===== src/neoVideoPkg.sv =====
`default_nettype none

package neoVideoPkg;

	// System latch addressing, copy of 68K A4..A1
	localparam int LATCH_ADDR_W = 4;
	localparam int LATCH_SEL_W = 3;
	// Latch data value rides on A4
	localparam int LATCH_DATA_BIT = 3;
	localparam int LATCH_FLAGS = 1 << LATCH_SEL_W;

	// Palette geometry
	localparam int PAL_BANK_WORDS = 4096;
	localparam int PAL_BANKS = 2;
	localparam int PAL_WORDS = PAL_BANKS * PAL_BANK_WORDS;
	localparam int PAL_INDEX_W = $clog2(PAL_BANK_WORDS);
	localparam int PAL_ADDR_W = $clog2(PAL_WORDS);

	// Colour word layout
	localparam int COLOR_W = 16;
	localparam int DARK_BIT = 15;
	localparam int R_LSB_BIT = 14;
	localparam int G_LSB_BIT = 13;
	localparam int B_LSB_BIT = 12;
	// Upper nibbles, low bit position of each
	localparam int R_HI_LSB = 8;
	localparam int G_HI_LSB = 4;
	localparam int B_HI_LSB = 0;
	localparam int CHAN_HI_W = 4;

	// Resistor ladder output
	localparam int LEVEL_W = 7;

	typedef logic [PAL_INDEX_W-1:0] palIndexT;
	typedef logic [PAL_ADDR_W-1:0] palAddrT;
	typedef logic [COLOR_W-1:0] colorWordT;
	typedef logic [LEVEL_W-1:0] levelT;
	// Five colour bits of one channel, upper nibble then LSB
	typedef logic [CHAN_HI_W:0] chanColorT;
	typedef logic [LATCH_ADDR_W-1:0] latchAddrT;
	typedef logic [LATCH_SEL_W-1:0] latchSelT;

	typedef struct packed {
		levelT r;
		levelT g;
		levelT b;
	} rgbT;

	// One pixel from the line buffer side
	typedef struct packed {
		palIndexT index;
		logic blank;
	} pixReqT;

	// 68K palette access, we and rd never together
	typedef struct packed {
		palIndexT addr;
		colorWordT wrData;
		logic we;
		logic rd;
	} cpuReqT;

	// Latch outputs, Q7 down to Q0
	typedef struct packed {
		logic palBnk;
		logic nSramWen;
		logic nSystem;
		logic nRegEn;
		logic cardWenB;
		logic nCardWen;
		logic nVec;
		logic shadow;
	} sysFlagsT;

endpackage

`default_nettype wire

===== src/videoOut.sv =====
`timescale 1ns/1ps
`default_nettype none

module videoOut (
	input wire CLK_24M,
	input wire rst,
	input wire palValid,
	input wire neoVideoPkg::colorWordT palWord,
	input wire blank,
	input wire shadow,
	output neoVideoPkg::rgbT rgb,
	output logic vidValid
);

	neoVideoPkg::chanColorT redBits;
	neoVideoPkg::chanColorT greenBits;
	neoVideoPkg::chanColorT blueBits;
	logic darkN;
	logic shadowN;
	neoVideoPkg::rgbT rgbNext;

	// Ladder taps, MSB first
	// Five colour resistors, then dark, then shadow
	function automatic neoVideoPkg::levelT ladderLevel(
		input neoVideoPkg::chanColorT colorBits,
		input logic darkTap,
		input logic shadowTap
	);
		return {colorBits, darkTap, shadowTap};
	endfunction

	// Channel unpack, upper nibble joined with its LSB
	assign redBits = {
		palWord[neoVideoPkg::R_HI_LSB +: neoVideoPkg::CHAN_HI_W],
		palWord[neoVideoPkg::R_LSB_BIT]
	};
	assign greenBits = {
		palWord[neoVideoPkg::G_HI_LSB +: neoVideoPkg::CHAN_HI_W],
		palWord[neoVideoPkg::G_LSB_BIT]
	};
	assign blueBits = {
		palWord[neoVideoPkg::B_HI_LSB +: neoVideoPkg::CHAN_HI_W],
		palWord[neoVideoPkg::B_LSB_BIT]
	};

	// Dark and shadow pull their taps low when set
	assign darkN = ~palWord[neoVideoPkg::DARK_BIT];
	assign shadowN = ~shadow;

	// Level build, blanking wins over everything
	always_comb begin
		if (blank) begin
			rgbNext = '0;
		end else begin
			rgbNext.r = ladderLevel(redBits, darkN, shadowN);
			rgbNext.g = ladderLevel(greenBits, darkN, shadowN);
			rgbNext.b = ladderLevel(blueBits, darkN, shadowN);
		end
	end

	// Output register, second pipeline stage
	// Shadow is taken here, one edge after the palette read
	always_ff @(posedge CLK_24M) begin
		if (rst) begin
			rgb <= '0;
			vidValid <= 1'b0;
		end else begin
			vidValid <= palValid;
			// Last pixel stays on the pins between strobes
			if (palValid)
				rgb <= rgbNext;
		end
	end

endmodule

`default_nettype wire


===== config.mk =====
export PLATFORM = sky130hd
export DESIGN_NAME = videoOut
export DESIGN_NICKNAME = d
export VERILOG_FILES = /design/src/neoVideoPkg.sv /design/src/videoOut.sv
export SDC_FILE = /design/constraint.sdc
export NUM_CORES = 1
export LEC_CHECK = 0
export ABC_CLOCK_PERIOD_IN_PS = 2450
export BUFFER_PORTS_ARGS = -buffer_cell sky130_fd_sc_hd__buf_2
export CAP_MARGIN = 20
export CORE_AREA = 3 3 46 48
export CTS_BUF_LIST = sky130_fd_sc_hd__clkbuf_4 sky130_fd_sc_hd__clkbuf_8 sky130_fd_sc_hd__clkbuf_16
export CTS_CLUSTER_SIZE = 30
export DETAILED_ROUTE_END_ITERATION = 10
export DIE_AREA = 0 0 49 51
export PLACE_DENSITY = 0.77
export SLEW_MARGIN = 30
export SYNTH_ARGS = -nofsm -noshare
export SYNTH_HDL_FRONTEND = slang
export SYNTH_SLANG_ARGS = --single-unit

===== constraint.sdc =====
create_clock -name CLK_24M -period 2.45 [get_ports CLK_24M]
set_input_delay 0.49 -clock CLK_24M [delete_from_list [all_inputs] [get_ports CLK_24M]]
set_output_delay 0.49 -clock CLK_24M [all_outputs]
set_load 0.05 [all_outputs]

After elaboration in Yosys (flattened, before gate mapping)
Index checks and enable logic that the tools add are counted.
Operators by class
  muxes and demuxes: 1
  bitwise gates (word level): 2
Operators by type and width (count)
  $mux 21: 1
  $not 1->1: 2
Word-level totals
  bits in registers: 22
  input port bits: 21
  output and inout bits: 22
  word-level logic and storage cells: 7

Longest topological paths before layout
Gate-level depths: netlist of run 1.
  depth in word-level cells: 2
  mapped depth: 3

Worst setup path after synthesis of run 1
No wires, ideal clock.
  path kind: register to output
  start: register rgb[14] (netlist name)
  end: output port rgb[14] (netlist name)
  data arrival time: 0.925 ns
  data required time: 1.960 ns
  slack: 1.035 ns
  cell stages (with the launch flop): 2
  path buffers: 1
  path through: dfxtp_1 buf_4
RTL lines
  start, declared: line videoOut.sv:11  | output neoVideoPkg::rgbT rgb,
  start signal, assigned: line videoOut.sv:71  | rgb <= rgbNext;
No word-level cell between the ends.

==> key figures, run 1 <==
Power
  – Pwr Total: 0.602 mW
  – Worst ir drop on vdd: 0.357 mV
  – Seq pwr share: 0.514
  – Clk pwr share: 0.296
  – Sw power: 0.171 mW
  – Switching share of power: 0.285
  – Static Leakage: 0.434 nW
  – P per Cell Area: 624 nW/um^2
  – Combinational Power Share: 0.190
  – Int Pwr: 0.430 mW

Global route
  – Initial antenna violation count: 0
  – Total grt overflow: 0
  – First-pass GRT wire length: 2.68 mm
  – Total track usage: 0.138
  – Pin count of the biggest net entering global routing: 35
  – Vias in the first global route: 613

Critical path
  – Worst setup startpoint: rgb[14]
  – Crit path cell chain: buf_2
  – Cell class contributing the biggest share of worst-path delay: flip-flops
  – CP max stage cell: dfxtp_1
  – Critical Path Fanout Max: 4
  – R2r startpoint: rgb[14]
  – Arr. time, crit path: 0.94 ns
  – CP max stage delay: 0.37 ns
  – WS Path Type: flop to output pin
  – Crit end category: output pin
  – Setup crit start kind: flop
  – WP buf/inv: 1
  – Worst Reg-to-Reg Cells: 2
  – WP depth: 1
  – Req. time, crit path: 1.96 ns

Detailed routing
  – Highest metal used: met4
  – DR WL/cell: 11.7 um
  – Total number of vias: 668
  – Met3 WL: 69 um
  – WL met1: 724 um
  – Drt via density: 4.77
  – Iteration-0 DRC Markers: 11
  – Met2 WL post-DR: 813 um
  – ANT nets after route: 0
  – Drt first pass iters: 4
  – DRC: 0
  – WL final: 1.64 mm

Clock network
  – Post-CTS Setup Repair Bufs: 0
  – H-tree levels: 1
  – Clock Sinks: 18
  – CTS buffer count: 3
  – Hold-fix buffers, CTS: 0
  – Post-cts resize count: 0
  – TritonCTS clock tree: yes
  – Clock Tree Buf Depth: 2
  – Clk pin slew, worst setup/hold paths: 0.10 ns
  – Skew-Pair Late Insertion Delay: 0.29 ns
  – CTS Root Cell: clkbuf_4

STA
  – Final min period: 1.43 ns
  – Layout Skew: 0 ns
  – Final hold violation count: 0
  – RSZ-0062 raised after global routing: false
  – Final Setup Violations: 0
  – Least-Margin Pin Slew: 0.451 ns
  – Setup_tns: 0 ns
  – Max Slew Vio Count: 0
  – Worst slew margin: 0.699
  – Max frequency: 0.702 GHz
  – Part of the cycle the worst path needs: 0.582

Floorplanning
  – Cell row count: 15
  – Die height: 51 um
  – IO Count: 43
  – Initial Utilization: 0.438
  – Die span in x: 49 um
  – Core box area: 1750 um^2
  – Die area: 2500 um^2

Outcome
  – Status: completed

Layout
  – Layout cells sized above 1: 0.400
  – Non-filler instance count after layout: 140
  – Antenna Cells: 0
  – Core Util, Final: 0.553
  – Commonest non-fill, non-tap cell in the layout: buf_2
  – Synth-to-layout area growth: 26.2%
  – Final net count: 137
  – Most frequent cells in the layout: buf_2, dfxtp_1, nand2b_1

Worst hold path
  – Worst hold stages: 2
  – Hold Path Class: primary input to flop
  – Min-delay src: shadow

Synth
  – Avg Synthesized Cell Area: 9.68 um^2
  – Seq/Total Area, Yosys: 0.471
  – Ys Warns: 0
  – Post-Syn Area: 764 um^2
  – Flops & latches, synth: 18
  – Cells after synthesis: 79
  – Yosys cell types: 11
  – Synth Net Count: 100
  – Area leader, netlist: dfxtp_1
  – Synth top area share: 0.471
  – Synth area leaders: dfxtp_1, nand3b_1, nand2b_1, a21oi_1, buf_6

Placed design
  – Placed Cells: 136
  – Number of port buffers: 42
  – DP HPWL: 1.20 mm
  – Placer Congestion: 0.666

Job
  – Max cap viols: 0
[state kept, by name, indices dropped and copies added (netlist names)]
| register | cells |
|---|---|
| vidValid | 1 |
| rgb | 17 |
[routing by layer]
| metal | GRT usage | vias up |
|---|---|---|
| met5 | 0 | - |
| met4 | 0.0711 | 0 |
| met3 | 0.0292 | 4 |
| met2 | 0.242 | 20 |
| met1 | 0.158 | 305 |
| li1 | - | 339 |
[power groups by stage]
stage               logic [mW]  registers, mW  clock network, mW
detailed placement       0.115          0.316                  0
CTS                      0.115          0.310              0.185
global placement         0.113          0.316                  0
global route             0.122          0.311              0.198
floorplan               0.0475          0.357                  0
finish                   0.114          0.309              0.178
[path summary, 6_finish.rpt]
path,endpoint,slack [ns]
max,rgb[0],1.02
min,rgb[14],0.38
max reg2reg,rgb[14],1.59
min reg2reg,rgb[2],0.47
[synthesized netlist by cell type]
master,number
a21oi_1,15
clkbuf_1,1
dfxtp_1,18
o31ai_1,2
buf_2,2
buf_4,4
nor2b_1,1
nand3b_1,15
buf_6,3
or3b_1,2
nand2b_1,16
[kinds of logic (layout without fill, tap and decap cells)]
kind of cell	count (synthesis)	in the layout	synth area share
buffers and inverters	10	46	0.101
flip-flops	18	18	0.471
AO/OA/AOI/OAI	17	17	0.118
AND/OR/NAND/NOR	34	34	0.309
[layout make-up]
class	count	area (um^2)
Timing Repair Buffer	42	210
Sequential cell	18	360
Tap cell	25	31.3
Multi-Input combinational cell	51	327
Clock buffer	4	36.3
Fill cell	179	781
[through the flow]
step	hold WS, ns	cell area, um^2	setup WS, ns
after detailed placement	0.458	928	1.12
after global routing	0.365	965	0.957
after CTS	0.368	965	1.01
after global placement	0.453	928	1.16
after floorplan	0.592	764	1.04
final	0.376	965	1.02
Note: power is estimated with default switching activity, not from simulation.
==> inputs of run 2 (changes only) <==
- ABC_CLOCK_PERIOD_IN_PS: 2450 -> 1300
- CORE_AREA: 3 3 46 48 -> 3 3 42 60
- DIE_AREA: 0 0 49 51 -> 0 0 45 63
- PLACE_DENSITY: 0.77 -> 0.7
- clock period: 2.45 -> 1.3 ns (I/O delays scaled with it)
==> key figures, run 2 (same netlist as run 1, synthesis figures left out) <==
Outcome
  – Status: completed

Global route
  – Total track usage: 0.119
  – Total grt overflow: 0
  – First-pass GRT wire length: 2.62 mm
  – Vias in the first global route: 627
  – Initial antenna violation count: 0
  – Pin count of the biggest net entering global routing: 35

STA
  – Part of the cycle the worst path needs: 0.910
  – Least-Margin Pin Slew: 0.460 ns
  – Setup_tns: 0 ns
  – Worst slew margin: 0.693
  – Final hold violation count: 0
  – Max Slew Vio Count: 0
  – Max frequency: 0.845 GHz
  – Final min period: 1.18 ns
  – Final Setup Violations: 0
  – Layout Skew: 0 ns
  – RSZ-0062 raised after global routing: false

Detailed routing
  – Drt via density: 4.95
  – DR WL/cell: 12.4 um
  – ANT nets after route: 0
  – Drt first pass iters: 4
  – WL final: 1.69 mm
  – DRC: 0
  – Total number of vias: 673
  – Iteration-0 DRC Markers: 9

Power
  – Worst ir drop on vdd: 0.452 mV
  – P per Cell Area: 1120 nW/um^2
  – Int Pwr: 0.748 mW
  – Clk pwr share: 0.245
  – Seq pwr share: 0.551
  – Combinational Power Share: 0.204
  – Static Leakage: 0.426 nW
  – Pwr Total: 1.06 mW
  – Switching share of power: 0.293
  – Sw power: 0.310 mW

Layout
  – Final net count: 137
  – Most frequent cells in the layout: buf_2, dfxtp_1, nand2b_1
  – Synth-to-layout area growth: 23.9%
  – Antenna Cells: 0
  – Filler Cells Inserted: 222
  – Biggest regs: rgb (17), vidValid (1)
  – Commonest non-fill, non-tap cell in the layout: buf_2
  – Max reg flops: 17
  – Largest Register: rgb
  – Layout cells sized above 1: 0.395

Critical path
  – Req. time, crit path: 1.04 ns
  – Cell class contributing the biggest share of worst-path delay: flip-flops
  – Arr. time, crit path: 0.92 ns
  – Setup crit start kind: flop
  – CP max stage delay: 0.37 ns
  – Critical Path Fanout Max: 4
  – CP max stage cell: dfxtp_1
  – Crit path cell chain: buf_2
  – WP buf/inv: 1
  – Crit end category: output pin
  – WS Path Type: flop to output pin

Worst hold path
  – Hold Path Class: primary input to flop

Floorplanning
  – Cell row count: 20
  – Die area: 2840 um^2
  – Die span in x: 45 um
  – Initial Utilization: 0.364
  – Die height: 63 um
  – IO Count: 43
  – Core box area: 2100 um^2

Job
  – Max cap viols: 0

Placed design
  – Number of port buffers: 42
  – Placer Congestion: 0.702
  – DP HPWL: 1.16 mm

Clock network
  – Clk pin slew, worst setup/hold paths: 0.09 ns
  – CTS buffer count: 3
  – TritonCTS clock tree: yes
  – Post-cts resize count: 0
  – H-tree levels: 1
  – Post-CTS Setup Repair Bufs: 0
  – Clock Tree Buf Depth: 2
  – Skew-Pair Late Insertion Delay: 0.28 ns
  – Clock Sinks: 18
  – Hold-fix buffers, CTS: 0
  – CTS Root Cell: clkbuf_4
[run 2: worst paths after layout]
path         cells after the start  slack, ns     from       to
min reg2reg                      2       0.47  rgb[11]  rgb[11]
max                              1       0.12  rgb[15]  rgb[15]
min                              2       0.15   shadow  rgb[14]
max reg2reg                      2       0.42  rgb[15]  rgb[15]
[run 2: layout make-up]
cell class	count	area [um^2]	area share
sequential	18	360	0.380
multi-input combinational	51	327	0.345
timing repair buffer	42	210	0.222
tap	22	27.5	0.0291
clock buffer	3	22.5	0.0238
[run 2: metal layers]
layer,share of wire,vias to the layer above,track usage
met5,0,-,0
met4,0.012,0,0.0659
met3,0.089,2,0.0173
met2,0.48,34,0.199
met1,0.41,302,0.137
li1,-,335,-
[run 2: power by group through the flow]
stage | clock (mW) | sequential, mW | combinational [mW]
2_1_floorplan | 0 | 0.672 | 0.0896
3_3_place_gp | 0 | 0.596 | 0.214
3_5_place_dp | 0 | 0.596 | 0.216
4_1_cts | 0.276 | 0.584 | 0.217
5_1_grt | 0.291 | 0.586 | 0.231
6_report | 0.259 | 0.583 | 0.216
[run 2: through the flow]
step	instance area (um^2)	instances	hold WS [ns]	setup WS [ns]	util
2_1_floorplan	764	79	0.362	0.115	-
3_3_place_gp	925	133	0.452	0.235	0.440
3_5_place_dp	925	133	0.454	0.168	0.440
4_1_cts	947	136	0.142	0.0970	0.451
5_1_grt	947	136	0.163	0.0629	0.451
6_report	947	136	0.151	0.117	0.451
==> inputs of run 3 (changes only) <==
- ABC_CLOCK_PERIOD_IN_PS: 1300 -> 1200
- CORE_AREA: 3 3 42 60 -> 3 3 47 66
- DIE_AREA: 0 0 45 63 -> 0 0 50 69
- PLACE_DENSITY: 0.7 -> not set
- SETUP_SLACK_MARGIN: not set -> 0.4
- clock period: 1.3 -> 1.2 ns (I/O delays scaled with it)
==> key figures, run 3 (same netlist as run 1, synthesis figures left out) <==
STA
  – Final hold violation count: 0
  – Final Setup Violations: 0
  – Layout Skew: 0 ns
  – Worst slew margin: 0.847
  – Final min period: 1.06 ns
  – Setup_tns: 0 ns
  – Hold WS: 0.122 ns
  – Part of the cycle the worst path needs: 0.885
  – RSZ-0062 raised after global routing: true
  – Max frequency: 0.942 GHz
  – Least-Margin Pin Slew: 0.230 ns
  – Max Slew Vio Count: 0

Clock network
  – CTS buffer count: 3
  – Clock Sinks: 18
  – Clock Tree Buf Depth: 2
  – Hold-fix buffers, CTS: 0
  – Clk pin slew, worst setup/hold paths: 0.10 ns
  – Skew-Pair Late Insertion Delay: 0.28 ns
  – CTS Root Cell: clkbuf_4
  – H-tree levels: 1
  – TritonCTS clock tree: yes

Detailed routing
  – Met3 WL: 123 um
  – DR WL/cell: 11.2 um
  – Highest metal used: met4
  – DRC: 0
  – Drt via density: 4.28
  – Total number of vias: 677
  – WL met1: 776 um
  – Iteration-0 DRC Markers: 4
  – WL final: 1.78 mm
  – Met2 WL post-DR: 858 um
  – Drt first pass iters: 4
  – ANT nets after route: 0

Layout
  – Largest Register: rgb
  – Commonest non-fill, non-tap cell in the layout: buf_2
  – Max reg flops: 17
  – Layout cells sized above 1: 0.582
  – Final net count: 144
  – Most frequent cells in the layout: buf_2, nand2b_1, dfxtp_2
  – Core Util, Final: 0.476
  – Synth-to-layout area growth: 62.8%
  – Antenna Cells: 0
  – Biggest regs: rgb (17), vidValid (1)

Outcome
  – Status: completed

Critical path
  – Req. time, crit path: 0.96 ns
  – Crit path cell chain: buf_6
  – Setup crit start kind: flop
  – Critical Path Fanout Max: 4
  – Crit end category: output pin
  – WP buf/inv: 1
  – Worst R2R End: rgb[15]
  – Arr. time, crit path: 0.82 ns
  – Worst Reg-to-Reg Cells: 2
  – Cell class contributing the biggest share of worst-path delay: flip-flops
  – Reg2reg setup slack: 0.32 ns
  – WS Path Type: flop to output pin
  – CP max stage cell: dfxtp_4
  – CP max stage delay: 0.38 ns
  – R2r startpoint: rgb[15]

Global route
  – Initial antenna violation count: 0
  – First-pass GRT wire length: 2.90 mm
  – Total track usage: 0.105
  – Pin count of the biggest net entering global routing: 20
  – Vias in the first global route: 643
  – Total grt overflow: 0

Floorplanning
  – Die span in x: 50 um
  – Cell row count: 22
  – IO Count: 43
  – Initial Utilization: 0.292
  – Die height: 69 um
  – Core box area: 2620 um^2
  – Die area: 3450 um^2

Power
  – P per Cell Area: 1040 nW/um^2
  – Pwr Total: 1.30 mW
  – Switching share of power: 0.277
  – Int Pwr: 0.938 mW
  – Worst ir drop on vdd: 0.494 mV
  – Static Leakage: 0.511 nW
  – Combinational Power Share: 0.227
  – Clk pwr share: 0.278
  – Sw power: 0.359 mW
  – Seq pwr share: 0.495

Job
  – Max cap viols: 0

Worst hold path
  – Min-delay src: palWord[15]
  – Worst hold stages: 2
  – Hold Path Sink: rgb[15]
  – Hold Path Class: primary input to flop

Placed design
  – Number of port buffers: 42
  – Placer Congestion: 0.631
run 3: changes by cell type in the layout (fill, tap and decap cells not counted), moves of 6 or more:
| cell | delta |
|---|---|
| buf_4 | +6 |
| buf_6 | +11 |
| buf_2 | -22 |
| dfxtp_1 | -18 |
| dfxtp_2 | +16 |
| buf_8 | +12 |
run 3: per-layer routing:
metal | GRT usage | up-vias
li1 | - | 352
met1 | 0.132 | 295
met2 | 0.161 | 28
met3 | 0.0346 | 2
met4 | 0.0462 | 0
met5 | 0 | -
run 3: final cells by class:
class / count / area (um^2)
sequential: 18 / 388
fill: 262 / 1370
clock buffer: 4 / 36.3
timing repair buffer: 49 / 449
tap: 36 / 45.0
multi-input combinational: 51 / 327
run 3: what timing repair did:
action	4_1_cts	5_1_grt
pin swaps	0	0
setup endpoints to repair	24	25
setup buffers	2	3
resized for setup	53	4
run 3: through the flow:
| step | area, um^2 | worst slack (ns) | std cells |
|---|---|---|---|
| 5_1_grt | 1240 | 0.0845 | 158 |
| 4_1_cts | 1210 | 0.122 | 155 |
| 3_3_place_gp | 985 | 0.206 | 149 |
| 3_5_place_dp | 985 | 0.146 | 149 |
| 6_report | 1240 | 0.138 | 158 |
| 2_1_floorplan | 792 | 0.272 | 79 |
run 3: power by group through the flow:
stage / Clock [mW] / Sequential (mW) / Combinational [mW]
after floorplan: 0 / 0.730 / 0.0971
after detailed placement: 0 / 0.647 / 0.241
final: 0.360 / 0.642 / 0.294
after global placement: 0 / 0.647 / 0.238
after global routing: 0.419 / 0.647 / 0.311
after CTS: 0.383 / 0.642 / 0.287
run 3: how the worst max path moves through the flow:
stage / from / to / slack (ns) / cells past startpoint
finish: rgb[15] / rgb[15] / 0.14 / 1
detailed placement: palValid / rgb[10] / 0.15 / 4
global route: rgb[15] / rgb[15] / 0.08 / 1
floorplan: rgb[15] / rgb[15] / 0.27 / 2
CTS: rgb[14] / rgb[7] / 0.12 / 1
global placement: palValid / rgb[11] / 0.21 / 4
