$ cat config.mk
export PLATFORM = sky130hd
export DESIGN_NAME = sysLatch
export DESIGN_NICKNAME = d
export VERILOG_FILES = /design/src/neoVideoPkg.sv /design/src/sysLatch.sv
export SDC_FILE = /design/constraint.sdc
export NUM_CORES = 1
export LEC_CHECK = 0
export BUFFER_PORTS_ARGS = -buffer_cell sky130_fd_sc_hd__buf_2
export CAP_MARGIN = 20
export CORE_AREA = 2 2 39 41
export DETAILED_ROUTE_END_ITERATION = 6
export DIE_AREA = 0 0 41 43
export SETUP_SLACK_MARGIN = 0.2
export SYNTH_ARGS = -nofsm -noshare
export SYNTH_HDL_FRONTEND = slang
export SYNTH_SLANG_ARGS = --single-unit
$ cat constraint.sdc
create_clock -name CLK_24M -period 0.8 [get_ports CLK_24M]
set_input_delay 0.08 -clock CLK_24M [delete_from_list [all_inputs] [get_ports CLK_24M]]
set_output_delay 0.08 -clock CLK_24M [all_outputs]
set_load 0.02 [all_outputs]
$ cat src/neoVideoPkg.sv
`default_nettype none

package neoVideoPkg;

	// System latch addressing, copy of 68K A4..A1
	localparam int LATCH_ADDR_W = 4;
	localparam int LATCH_SEL_W = 3;
	// Latch data value rides on A4
	localparam int LATCH_DATA_BIT = 3;
	localparam int LATCH_FLAGS = 1 << LATCH_SEL_W;

	// Palette geometry
	localparam int PAL_BANK_WORDS = 4096;
	localparam int PAL_BANKS = 2;
	localparam int PAL_WORDS = PAL_BANKS * PAL_BANK_WORDS;
	localparam int PAL_INDEX_W = $clog2(PAL_BANK_WORDS);
	localparam int PAL_ADDR_W = $clog2(PAL_WORDS);

	// Colour word layout
	localparam int COLOR_W = 16;
	localparam int DARK_BIT = 15;
	localparam int R_LSB_BIT = 14;
	localparam int G_LSB_BIT = 13;
	localparam int B_LSB_BIT = 12;
	// Upper nibbles, low bit position of each
	localparam int R_HI_LSB = 8;
	localparam int G_HI_LSB = 4;
	localparam int B_HI_LSB = 0;
	localparam int CHAN_HI_W = 4;

	// Resistor ladder output
	localparam int LEVEL_W = 7;

	typedef logic [PAL_INDEX_W-1:0] palIndexT;
	typedef logic [PAL_ADDR_W-1:0] palAddrT;
	typedef logic [COLOR_W-1:0] colorWordT;
	typedef logic [LEVEL_W-1:0] levelT;
	// Five colour bits of one channel, upper nibble then LSB
	typedef logic [CHAN_HI_W:0] chanColorT;
	typedef logic [LATCH_ADDR_W-1:0] latchAddrT;
	typedef logic [LATCH_SEL_W-1:0] latchSelT;

	typedef struct packed {
		levelT r;
		levelT g;
		levelT b;
	} rgbT;

	// One pixel from the line buffer side
	typedef struct packed {
		palIndexT index;
		logic blank;
	} pixReqT;

	// 68K palette access, we and rd never together
	typedef struct packed {
		palIndexT addr;
		colorWordT wrData;
		logic we;
		logic rd;
	} cpuReqT;

	// Latch outputs, Q7 down to Q0
	typedef struct packed {
		logic palBnk;
		logic nSramWen;
		logic nSystem;
		logic nRegEn;
		logic cardWenB;
		logic nCardWen;
		logic nVec;
		logic shadow;
	} sysFlagsT;

endpackage

`default_nettype wire
$ cat src/sysLatch.sv
`timescale 1ns/1ps
`default_nettype none

module sysLatch (
	input wire CLK_24M,
	input wire rst,
	input wire latchWe,
	input wire neoVideoPkg::latchAddrT latchAddr,
	output neoVideoPkg::sysFlagsT sysFlags
);

	neoVideoPkg::latchSelT latchSel;
	logic latchData;
	logic [neoVideoPkg::LATCH_FLAGS-1:0] selDecode;
	logic [neoVideoPkg::LATCH_FLAGS-1:0] flagBits;

	// A3..A1 pick the output, A4 is the value
	assign latchSel = latchAddr[neoVideoPkg::LATCH_SEL_W-1:0];
	assign latchData = latchAddr[neoVideoPkg::LATCH_DATA_BIT];

	// One-hot output enable, only while strobed
	always_comb begin
		selDecode = '0;
		if (latchWe)
			selDecode[latchSel] = 1'b1;
	end

	// Addressable latch cells
	// Unselected cells hold, as on the 259
	always_ff @(posedge CLK_24M) begin
		if (rst) begin
			flagBits <= '0;
		end else begin
			for (int i = 0; i < neoVideoPkg::LATCH_FLAGS; i++) begin
				if (selDecode[i])
					flagBits[i] <= latchData;
			end
		end
	end

	// Bit order matches the flag struct, palBnk on Q7
	assign sysFlags = neoVideoPkg::sysFlagsT'(flagBits);

endmodule

`default_nettype wire

* Word-level counts from Yosys, hierarchy flattened
Cells that the tools add are included.
** Word-level totals
- Register bits after elaboration :: 8
- Bits of input ports :: 7
- Output and inout bits :: 8
- Word-level logic and storage cells :: 14
** Operators by class
- Order comparisons :: 2
- Multiplexer cells :: 3
- Reduce and logical (&&, ||, !) cells :: 1
** Operators by type and width (number)
- 2-to-1 mux 8 bit :: 1
- less-than comparator 3 x 4 -> 1 bit (second input constant) :: 1
- demux 1 bit (select 3 bit) :: 1
- >= comparator 3 x 1 -> 1 bit (second input constant) :: 1
- logical AND 1 bit :: 1
- 2-to-1 mux 1 bit :: 1

* Longest topological paths before layout
Gate-level depths: netlist of the first run.
- Depth in word-level cells :: 5
- Mapped depth :: 3
- Depth with buffers taken out :: 2

* Least setup slack after synthesis of the first run
Ideal clock, no wire load.
- Kind :: register to register
- From :: register sysFlags[3] (netlist name)
- To :: register flagBits (netlist bit sysFlags[3])
- Setup time :: 72 ps
- Data arrival time :: 596 ps
- Required time :: 728 ps
- Path slack :: 133 ps
- Cell stages (with the launch flop) :: 3
- Buffers on the path :: 0
- Clock period less this slack :: 667 ps
- Path through :: dfxtp_1 > nand2b_1 > mux2i_1
** RTL lines
- to (signal, indexed assignment) :: line sysLatch.sv:36 : flagBits[i] <= latchData;
- to (decl) :: line sysLatch.sv:15 : logic [neoVideoPkg::LATCH_FLAGS-1:0] flagBits;

* Final worst setup path of the first run
- From :: register flagBits (netlist bit sysFlags[5])
- To :: output sysFlags[5] (netlist bit)
** RTL lines
- to (decl) :: line sysLatch.sv:9 : output neoVideoPkg::sysFlagsT sysFlags
No word-level cell between the ends.

==> results of run 1 <==
## layer usage
metal | vias up | GRT usage, % | wire length, um | part of all wire [%]
li1 | 175 | - | - | -
met3 | 2 | 3.141 | 48 | 5.7
met2 | 9 | 16.25 | 412 | 49
met4 | 0 | 10.00 | 10 | 1.2
met1 | 167 | 15.03 | 368 | 44
met5 | - | 0 | 0 | 0
## kinds of logic after synthesis
kind of cell / Yosys count
and+or+nand+nor: 17
muxes: 8
DFF: 8
buffers and inverters: 1
## repair_timing
item                                   4_1_cts  5_1_grt
endpoints found under the hold margin        0        0
setup buffers                                3        3
resized for setup                           19        6
setup endpoints to repair                    8       16
## through the flow
step / instance area (sq um) / worst slack, ns / setup TNS [ns] / cells / power [uW]
2_1_floorplan: 412.9 / 0.1945 / 0 / 34 / 466.4
3_3_place_gp: 505.5 / 0.02536 / 0 / 64 / 516.6
3_5_place_dp: 505.5 / -0.005773 / -0.005773 / 64 / 518.5
4_1_cts: 615.6 / -0.009985 / -0.02289 / 71 / 882.0
5_1_grt: 671.9 / -0.02584 / -0.1320 / 74 / 926.2
6_report: 671.9 / -0.0002501 / -0.0002501 / 74 / 879.1
## final cells by class
| class | instances | area (sq um) |
|---|---|---|
| fill | 136 | 711.9 |
| multi-input combinational | 25 | 252.7 |
| timing repair buffer | 21 | 195.2 |
| sequential | 8 | 177.7 |
| clock buffer | 4 | 26.28 |
| tap | 16 | 20.02 |
## cell usage after synthesis
| cell | count |
|---|---|
| sky130_fd_sc_hd__nand4b_1 | 3 |
| sky130_fd_sc_hd__nor4b_2 | 1 |
| sky130_fd_sc_hd__and4bb_1 | 3 |
| sky130_fd_sc_hd__dfxtp_1 | 8 |
| sky130_fd_sc_hd__buf_2 | 1 |
| sky130_fd_sc_hd__mux2i_1 | 8 |
| sky130_fd_sc_hd__nand4_1 | 1 |
| sky130_fd_sc_hd__nand2b_1 | 9 |
## power groups by stage
stage                     combinational [uW]  sequential (uW)  clock (uW)
final                                    136              407         335
after global routing                     146              408         372
after CTS                                122              407         353
after detailed placement                 105              413           0
after floorplan                         41.9              425           0
after global placement                   104              413           0
## path summary, 6_finish.rpt
path / to / slack, ns / cells after the start
worst min register to register: sysFlags[6] / 0.50 / 2
worst max register to register: sysFlags[5] / 0.12 / 3
worst max-delay path: sysFlags[5] / -0.0003 / 1
worst min-delay path: sysFlags[6] / 0.19 / 3
==> impl_summary.txt, run 1 <==
----------------------------------------------------
[Cells and area]
  Most common cell after layout, fill and taps aside ... sky130_fd_sc_hd__buf_6
  Count of nets after finishing ... 66
  Final core utilization ... 48.55%
  Area added between synthesis and finish ... 73.79%
  Most used cells in the layout excluding fill and tap cells ... sky130_fd_sc_hd__buf_6, sky130_fd_sc_hd__mux2i_1, sky130_fd_sc_hd__nand2b_1, sky130_fd_sc_hd__buf_2, sky130_fd_sc_hd__dfxtp_2
  Max FFs per register ... 8
  Fraction of layout instances using a drive strength above 1 ... around 62%
  Antenna fix cells ... 0

[Routing]
  Iteration-0 DRC count of the detailed router ... 7
  Vias after detailed routing ... between 300 and 400
  Vias per inst ... 4.770
  Number of design rule violations left after detail routing ... 0
  Detailed-router iteration count before antenna repair ... 3
  Average wire per standard cell ... around 11 um
  Antenna-violating nets left ... 0
  Aggregate routed wire length ... 840 um

[Pwr]
  Net switching fraction of the power ... 24.10%
  Cell-internal power ... between 600 and 700 uW
  Clock power share ... 38.2%
  Pwr Density ... 1308 nW/um^2
  Sequential power share ... 46.3%
  Net Sw Power ... 211.9 uW
  P_leak ... 0.0003074 uW
  Combinational share of power ... 15.5%
  VDD IR-drop max ... 0.8815 mV

[Min path]
  Start point of the worst hold path ... latchWe
  Min-Delay Path Class ... input port to register

[Synth]
  Area fraction in and, or, nand and nor cells after synthesis ... a little over a third
  #FFs+latches synth ... 8
  Count of cell types in the netlist ... 8
  Post-Synthesis Net Count ... 41
  Portion of the post-synthesis area used by sequential elements ... just over 40%
  Cell types occupying the most area after synthesis ... sky130_fd_sc_hd__dfxtp_1, sky130_fd_sc_hd__mux2i_1, sky130_fd_sc_hd__nand2b_1
  Post-synth top area share ... 41.42%
  Synth warnings ... 0
  Share of the synthesized netlist area taken by xor and xnor gates ... 0%
  Post-synthesis area per instance ... ~11 sq um
  Area leader, netlist ... sky130_fd_sc_hd__dfxtp_1
  Mapped Area ... 386.6 sq um
  Number of instances in the synthesized netlist ... 34
  Adder-cell share of the synthesized area ... 0%
  Synth Area in Compound Gates ... 0%
  Main combinational cell family by area after synthesis ... simple AND/OR/NAND/NOR gates
  Fraction of synthesized area in multiplexers ... 20.71%

[Clock network]
  Clock edge transition at the registers on the reported setup and hold paths ... 0.06 ns
  Clk sinks ... 8
  CTS tree ... done
  Number of buffers created by CTS ... 3
  Buffer type at the clock tree root ... sky130_fd_sc_hd__clkbuf_4
  Worst-skew pair later-pin latency ... 0.25 ns
  Buffer depth of the longest clock path ... 2
  Max H-tree Level ... 1
  Total of hold buffers inserted after clock tree synthesis ... 0

[GRT]
  Largest net degree at the start of global routing ... 9
  Total congestion overflow ... 0
  Via count of the first global-routing pass ... 346
  Overall Global Routing Usage ... approximately 12%
  Initial antenna violation count ... 0
  Global-route wire length before repair ... 1393 um

[Floorplanning]
  Ports placed on the boundary ... 15
  Placeable Area ... 1384 sq um
  Number of rows created at floorplan ... 14
  Die span in x ... 41 um
  Floorplan die area ... 1763 sq um
  Initial Utilization ... 27.94%
  DIE HEIGHT ... 43 um

[STA]
  Time the final worst path needs with I/O delays and setup ... 0.8003 ns
  Setup repair after global routing missed its margin ... true
  Final Hold Viols ... 0
  Worst-margin pin slew ... 0.2855 ns
  Setup-failing EPs final ... 1
  Highest Clock Rate ... roughly 1200 MHz
  Worst hold margin ... 0.1875 ns
  Fin crit share ... 100.0%
  Final Max Tran Viols ... 0
  Worst-case clock skew ... 0 ns
  Relative slew slack ... 80.97%
  Worst setup margin ... -0.0002501 ns

[Worst setup path]
  Cell class contributing the biggest share of worst-path delay ... flip-flops
  Critical-path top delay cell ... sky130_fd_sc_hd__dfxtp_4
  Type of origin of the critical path ... register
  Startpoint of the worst-slack reg-to-reg timing path ... sysFlags[5]
  CP Max Fanout ... 2
  Buffers and inverters on the worst path ... 1
  Category of the critical setup timing path ... register to primary output
  Cell-by-cell listing of the critical path ... buf_6
  Delay of the slowest cell on the worst path ... 0.34 ns
  Worst Setup SP ... sysFlags[5]
  Required @ worst endpoint ... 0.72 ns
  Critical path arrival ... 0.72 ns
  Critical Path End Type ... primary output

[Run status]
  Violations in the final reports ... setup timing
  Outcome ... complete, but fails checks

[Job]
  Max-cap violation count ... 0

[Placement]
  Count of input and output buffers ... 14
  Placer congestion estimate ... 0.6122

----------------------------------------------------
Power figures use the tool's default switching activity.
==> inputs of run 2 (changes only) <==
BUFFER_PORTS_ARGS = -buffer_cell sky130_fd_sc_hd__clkbuf_2   (was -buffer_cell sky130_fd_sc_hd__buf_2)
MAX_ROUTING_LAYER = met4   (was unset)
==> run 2 against run 1 <==
The flow still finishes with violations (setup timing). Via count is 8.5% lower. Global-route usage is 1.6 points higher. Highest routed layer unchanged. Worst hold slack better by 0.0070 ns. Largest cell class unchanged. Power hardly changed. Die area stayed put. First-iteration DRC count is 71% lower.
==> impl_summary.txt, run 2 (synthesized netlist as in run 1, its figures left out) <==
----------------------------------------------------
[Pwr]
  P_leak ... 0.0002871 uW (-6.6%)
  VDD IR-drop max ... 0.8595 mV (-2.5%)
  Pwr Density ... 1355 nW/um^2 (+3.6%)
  Combinational share of power ... 14.7% (-0.8 points)
  Cell-internal power ... 664.0 uW (-0.49%)
  Net switching fraction of the power ... 24.54% (+0.44 points)
  Sequential power share ... 46.4% (about the same)
  Clock power share ... 38.9% (+0.7 points)
  Net Sw Power ... 216.0 uW (+1.9%)

[Placement]
  Count of input and output buffers ... 14 (unchanged)
  Placer congestion estimate ... 0.6466 (+5.6%)
  Placed Cells incl. Taps ... 64 (unchanged)

[Routing]
  Aggregate routed wire length ... 811 um (-3.5%)
  Detailed-router iteration count before antenna repair ... 3 (unchanged)
  Average wire per standard cell ... 11.59 um (+2.1%)
  Iteration-0 DRC count of the detailed router ... 2 (-5)
  Antenna-violating nets left ... 0 (unchanged)
  Vias after detailed routing ... 323 (-8.5%)
  Vias per inst ... 4.614 (-3.3%)
  Number of design rule violations left after detail routing ... 0 (unchanged)

[Clock network]
  Buffer type at the clock tree root ... sky130_fd_sc_hd__clkbuf_4
  Buffer depth of the longest clock path ... 2 (unchanged)
  Clock edge transition at the registers on the reported setup and hold paths ... 0.06 ns (about the same)
  Worst-skew pair later-pin latency ... 0.25 ns (about the same)
  Number of buffers created by CTS ... 3 (unchanged)
  Total of hold buffers inserted after clock tree synthesis ... 0 (unchanged)
  Clk sinks ... 8 (unchanged)
  CTS tree ... done
  Max H-tree Level ... 1 (unchanged)

[Worst setup path]
  Critical Path End Type ... primary output
  Capturing point of the worst reg2reg path ... sysFlags[1]
  Startpoint of the worst-slack reg-to-reg timing path ... sysFlags[1]
  Slack of the worst reg-to-reg path ... 0.13 ns (about the same)
  Buffers and inverters on the worst path ... 1 (unchanged)
  Critical-path top delay cell ... sky130_fd_sc_hd__dfxtp_4
  Type of origin of the critical path ... register
  Cell class contributing the biggest share of worst-path delay ... flip-flops
  Category of the critical setup timing path ... register to primary output
  Cell-by-cell listing of the critical path ... buf_8
  Critical path arrival ... 0.72 ns (about the same)
  Required @ worst endpoint ... 0.72 ns (about the same)
  Delay of the slowest cell on the worst path ... 0.35 ns (about the same)
  CP Max Fanout ... 2 (unchanged)
  FF-to-FF path depth ... 3 (unchanged)

[Run status]
  Violations in the final reports ... setup timing
  Outcome ... complete, but fails checks

[Floorplanning]
  Ports placed on the boundary ... 15 (unchanged)
  Die span in x ... 41 um (unchanged)
  Floorplan die area ... 1763 sq um (unchanged)
  Number of rows created at floorplan ... 14 (unchanged)
  Initial Utilization ... 27.94% (unchanged)
  DIE HEIGHT ... 43 um (unchanged)
  Placeable Area ... 1384 sq um (unchanged)

[STA]
  Total Neg Setup Slack ... -0.005562 ns (-0.005312 ns)
  Relative slew slack ... 80.61% (-0.36 points)
  Worst-margin pin slew ... 0.2908 ns (+0.005355 ns)
  Time the final worst path needs with I/O delays and setup ... 0.8027 ns (+0.002420 ns)
  Final Hold Viols ... 0 (unchanged)
  Final Max Tran Viols ... 0 (unchanged)
  Fin crit share ... 100.3% (+0.30 points)
  Setup repair after global routing missed its margin ... true
  Setup-failing EPs final ... 3 (+2)
  Worst setup margin ... -0.002670 ns (-0.002420 ns)
  Worst hold margin ... 0.1945 ns (+0.007001 ns)
  Highest Clock Rate ... 1246 MHz (-0.30%)
  Worst-case clock skew ... 0 ns (unchanged)

[GRT]
  Overall Global Routing Usage ... 13.56% (+1.6 points)
  Largest net degree at the start of global routing ... 9 (unchanged)
  Total congestion overflow ... 0 (unchanged)
  Global-route wire length before repair ... 1497 um (+7.5%)
  Via count of the first global-routing pass ... 338 (-2.3%)
  Initial antenna violation count ... 0 (unchanged)

[Cells and area]
  Layout Cells excl Fill ... 70 (-5.4%)
  Final core utilization ... 46.93% (-1.6 points)
  Max FFs per register ... 8 (unchanged)
  Area added between synthesis and finish ... 67.96%
  Fraction of layout instances using a drive strength above 1 ... 57.41% (-4.7 points)
  Antenna fix cells ... 0 (unchanged)
  Filler cells ... 141 (+3.7%)
  Count of nets after finishing ... 62 (-6.1%)
  Most used cells in the layout excluding fill and tap cells ... sky130_fd_sc_hd__mux2i_1, sky130_fd_sc_hd__buf_8, sky130_fd_sc_hd__nand2b_1

[Min path]
  Min-Delay Path Class ... input port to register
  Worst Hold Path Cells ... 3 (unchanged)
  Start point of the worst hold path ... latchWe
  Worst Hold End ... sysFlags[5]

[Job]
  Max-cap violation count ... 0 (unchanged)

----------------------------------------------------
[run 2: metrics by stage]
step / area (sq um) / total power [uW] / worst slack, ns
after floorplan: 412.9 / 466.4 / 0.1945
after global placement: 505.5 / 515.8 / -0.01981
after detailed placement: 505.5 / 517.4 / -0.01412
after CTS: 609.3 / 890.4 / -0.03379
after global routing: 649.4 / 921.9 / -0.02357
final: 649.4 / 880.0 / -0.002670
[run 2: power groups by stage]
| stage | Clock (uW) | Sequential [uW] | Combinational, uW |
|---|---|---|---|
| floorplan | 0 | 425 | 41.9 |
| global placement | 0 | 413 | 103 |
| detailed placement | 0 | 413 | 104 |
| CTS | 366 | 405 | 119 |
| global route | 371 | 409 | 141 |
| finish | 342 | 408 | 129 |
[run 2: worst max-delay path by stage]
stage             endpoint    startpoint  depth (start not counted)  slack, ns
5_1_grt        sysFlags[3]   sysFlags[3]                          1      -0.02
2_1_floorplan  sysFlags[3]   sysFlags[3]                          2       0.19
6_report       sysFlags[6]   sysFlags[6]                          1     -0.003
3_5_place_dp   sysFlags[0]  latchAddr[0]                          3      -0.01
3_3_place_gp   sysFlags[0]  latchAddr[0]                          3      -0.02
4_1_cts        sysFlags[6]   sysFlags[6]                          1      -0.03
[run 2: timing repair]
item,CTS,global route
endpoints found under the setup margin,8,15
resized for setup,16,12
buffers inserted,1,1
[run 2: worst min-delay path: stages]
cell	delay, ns
sky130_fd_sc_hd__clkbuf_2	0.13
sky130_fd_sc_hd__nand4b_1	0.13
sky130_fd_sc_hd__mux2i_1	0.07
[run 2: routing by layer]
metal	part of all wire (%)	GRT usage (%)	vias up
met5	0	-	-
met4	1.2	10.00	0
met3	5.7	3.141	2
met2	53	20.31	9
met1	40	14.75	147
li1	-	-	165
[run 2: layout make-up]
type / instances / area, sq um / share of cell area (%)
timing repair buffer: 17 / 180.2 / 27.75
tap: 16 / 20.02 / 3.083
clock buffer: 4 / 26.28 / 4.046
sequential: 8 / 177.7 / 27.36
multi-input combinational: 25 / 245.2 / 37.76
==> inputs of run 3 (changes only) <==
ABC_AREA = 1   (was unset)
==> run 3 against run 2 <==
Maximum frequency fell by 0.44%. Synthesized area fell by 4.9%. Wire length rose by 0.49%. The flow still finishes with violations (setup timing). Sequential share of layout area rose by 0.29 points. Non-clock buffer count rose by 2.
==> impl_summary.txt, run 3 <==
----------------------------------------------------
[Min path]
  Start point of the worst hold path ... rst
  Min-Delay Path Class ... input port to register

[Synth]
  Main combinational cell family by area after synthesis ... simple AND/OR/NAND/NOR gates
  Fraction of synthesized area in multiplexers ... 0% (-21 points)
  Portion of the post-synthesis area used by sequential elements ... 43.54% (+2.1 points)
  Post-synth top area share ... 43.54% (+2.1 points)
  Adder-cell share of the synthesized area ... 0% (unchanged)
  Primary FF master, synth ... sky130_fd_sc_hd__dfxtp_1
  Post-synthesis area per instance ... 6.812 sq um (-40%)
  Post-Synthesis Net Count ... 61 (+49%)
  Synth warnings ... 0 (unchanged)
  Count of cell types in the netlist ... 10 (+2)
  Synth Area in Compound Gates ... 9.524% (+9.5 points)
  Area leader, netlist ... sky130_fd_sc_hd__dfxtp_1
  Share of the synthesized netlist area taken by xor and xnor gates ... 0% (unchanged)
  Mapped Area ... 367.9 sq um (-4.9%)
  Number of instances in the synthesized netlist ... 54 (+59%)
  Share of synthesized registers carrying an async set or reset ... 0% (unchanged)
  Cell types occupying the most area after synthesis ... sky130_fd_sc_hd__dfxtp_1, sky130_fd_sc_hd__nand2_1, sky130_fd_sc_hd__nor2_1
  Area fraction in and, or, nand and nor cells after synthesis ... 39.80% (+3.2 points)
  Count of flip-flops with a built-in enable after synthesis ... 0 (unchanged)
  Most frequent cells after synthesis ... sky130_fd_sc_hd__nand2_1, sky130_fd_sc_hd__nor2_1, sky130_fd_sc_hd__dfxtp_1, sky130_fd_sc_hd__a21oi_1, sky130_fd_sc_hd__nand3_1
  #FFs+latches synth ... 8 (unchanged)

[Worst setup path]
  Cell-by-cell listing of the critical path ... buf_8
  Cell class contributing the biggest share of worst-path delay ... flip-flops
  Required @ worst endpoint ... 0.72 ns (about the same)
  Critical Path End Type ... primary output
  Slack of the worst reg-to-reg path ... 0.09 ns (-0.04 ns)
  Delay of the slowest cell on the worst path ... 0.35 ns (about the same)
  Category of the critical setup timing path ... register to primary output
  Critical-path top delay cell ... sky130_fd_sc_hd__dfxtp_4
  Critical path arrival ... 0.73 ns (about the same)
  Startpoint of the worst-slack reg-to-reg timing path ... sysFlags[6]
  Buffers and inverters on the worst path ... 1 (unchanged)
  Type of origin of the critical path ... register
  Worst Setup SP ... sysFlags[6]
  CP Max Fanout ... 2 (unchanged)

[Clock network]
  Buffer type at the clock tree root ... sky130_fd_sc_hd__clkbuf_4
  Clock edge transition at the registers on the reported setup and hold paths ... 0.06 ns (about the same)
  Clk sinks ... 8 (unchanged)
  Max H-tree Level ... 1 (unchanged)
  Total of hold buffers inserted after clock tree synthesis ... 0 (unchanged)
  CTS tree ... done
  Worst-skew pair later-pin latency ... 0.25 ns (about the same)
  Buffer depth of the longest clock path ... 2 (unchanged)
  Number of buffers created by CTS ... 3 (unchanged)

[Run status]
  Violations in the final reports ... setup timing
  Outcome ... complete, but fails checks

[STA]
  Worst-margin pin slew ... 0.2360 ns (-0.05487 ns)
  Highest Clock Rate ... 1240 MHz (-0.44%)
  Fin crit share ... 100.8% (+0.44 points)
  Worst setup margin ... -0.006205 ns (-0.003534 ns)
  Total Neg Setup Slack ... -0.01980 ns (-0.01423 ns)
  Worst-case clock skew ... 0 ns (unchanged)
  Setup repair after global routing missed its margin ... true
  Final Max Tran Viols ... 0 (unchanged)
  Final Hold Viols ... 0 (unchanged)
  Setup-failing EPs final ... 5 (+2)
  Time the final worst path needs with I/O delays and setup ... 0.8062 ns (+0.003534 ns)
  Worst hold margin ... 0.1549 ns (-0.03959 ns)
  Relative slew slack ... 84.23% (+3.6 points)

[Floorplanning]
  DIE HEIGHT ... 43 um (unchanged)
  Initial Utilization ... 26.58% (-1.4 points)
  Number of rows created at floorplan ... 14 (unchanged)
  Placeable Area ... 1384 sq um (unchanged)
  Ports placed on the boundary ... 15 (unchanged)
  Die span in x ... 41 um (unchanged)
  Floorplan die area ... 1763 sq um (unchanged)

[Pwr]
  VDD IR-drop max ... 0.6016 mV (-30%)
  Clock power share ... 35.8% (-3.1 points)
  Net switching fraction of the power ... 27.25% (+2.7 points)
  P_leak ... 0.0003093 uW (+7.7%)
  Pwr Density ... 1420 nW/um^2 (+4.8%)
  Net Sw Power ... 255.7 uW (+18%)
  Power, Total ... 938.1 uW (+6.6%)
  Combinational share of power ... 19.8% (+5.1 points)
  Cell-internal power ... 682.4 uW (+2.8%)
  Sequential power share ... 44.4% (-2.0 points)

[GRT]
  Via count of the first global-routing pass ... 311 (-8.0%)
  Overall Global Routing Usage ... 11.24% (-2.3 points)
  Global-route wire length before repair ... 1228 um (-18%)
  Largest net degree at the start of global routing ... 9 (unchanged)
  Initial antenna violation count ... 0 (unchanged)
  Total congestion overflow ... 0 (unchanged)

[Cells and area]
  Count of nets after finishing ... 85 (+37%)
  Most common cell after layout, fill and taps aside ... sky130_fd_sc_hd__nand2_1
  Max FFs per register ... 8 (unchanged)
  Fraction of layout instances using a drive strength above 1 ... 58.44% (+1.0 points)
  Area added between synthesis and finish ... 79.59%
  Most used cells in the layout excluding fill and tap cells ... sky130_fd_sc_hd__nand2_1, sky130_fd_sc_hd__nor2_1, sky130_fd_sc_hd__buf_8
  Filler cells ... 138 (-2.1%)
  Antenna fix cells ... 0 (unchanged)
  Layout Cells excl Fill ... 93 (+33%)

[Routing]
  Iteration-0 DRC count of the detailed router ... 4 (+2)
  Aggregate routed wire length ... 815 um (+0.49%)
  Vias per inst ... 4.366 (-5.4%)
  Average wire per standard cell ... 8.763 um (-24%)
  Antenna-violating nets left ... 0 (unchanged)
  Number of design rule violations left after detail routing ... 0 (unchanged)
  Vias after detailed routing ... 406 (+26%)
  Detailed-router iteration count before antenna repair ... 4 (+1)

[Placement]
  Count of input and output buffers ... 14 (unchanged)
  HPWL after detailed placement ... 585.2 um
  Placed Cells incl. Taps ... 84 (+31%)
  Placer congestion estimate ... 0.7392 (+14%)

[Job]
  Max-cap violation count ... 0 (unchanged)

----------------------------------------------------
## run 3: cell count changes in the layout (fill, tap and decap cells not counted), sizes merged
cell,before,now
nor2,0,14
nand3,0,7
a21oi,0,7
inv,0,7
nor4b,1,0
and4bb,3,0
nand2b,9,0
mux2i,8,0
nand2,0,11
nand4,1,0
nand4b,3,0
buf,11,13
## run 3: tightest hold or removal path, cell delays in order
cell,delay (ns)
sky130_fd_sc_hd__clkbuf_2,0.07
sky130_fd_sc_hd__inv_1,0.10
sky130_fd_sc_hd__nand2_1,0.09
sky130_fd_sc_hd__nor2_1,0.03
## run 3: cells by family after synthesis
logic type / after synthesis
simple gates: 32
compound gates: 7
flops: 8
buf+inv: 7
## run 3: area by class of cell
type	count	area (sq um)	area share [%]
timing repair buffer	19	195.2	29.55
clock buffer	4	26.28	3.977
inverter	7	26.28	3.977
tap	16	20.02	3.030
sequential	8	182.7	27.65
multi-input combinational	39	210.2	31.82
## run 3: worst paths after layout
path,end,cells after the start
max reg2reg,sysFlags[6],3
min reg2reg,sysFlags[1],2
min,sysFlags[7],4
max,sysFlags[6],1
## run 3: repair_timing
action / 4_1_cts / 5_1_grt
pin swaps: 5 / 3
setup endpoints to repair: 8 / 15
setup buffers: 5 / 0
gates resized for setup: 13 / 13
hold endpoints to repair: 0 / 0
## run 3: per-stage QoR
step / setup WS, ns / utilization (%) / instance area [sq um]
after floorplan: 0.1911 / - / 409.1
final: -0.006205 / 47.74 / 660.6
after detailed placement: 0.03656 / 36.08 / 499.2
after CTS: -0.02765 / 45.75 / 633.1
after global routing: -0.03518 / 47.74 / 660.6
after global placement: 0.04358 / 36.08 / 499.2
## run 3: power by group through the flow
stage / clock network [uW] / logic, uW / registers (uW)
2_1_floorplan: 0 / 76.7 / 437
3_3_place_gp: 0 / 140 / 420
3_5_place_dp: 0 / 141 / 420
4_1_cts: 352 / 175 / 412
5_1_grt: 385 / 202 / 418
6_report: 336 / 186 / 417
## run 3: per-layer routing
layer	part of all wire [%]	GRT usage, %
met5	0	-
met1	50	13.92
met2	40	13.13
met4	4.7	12.00
met3	5.3	3.141
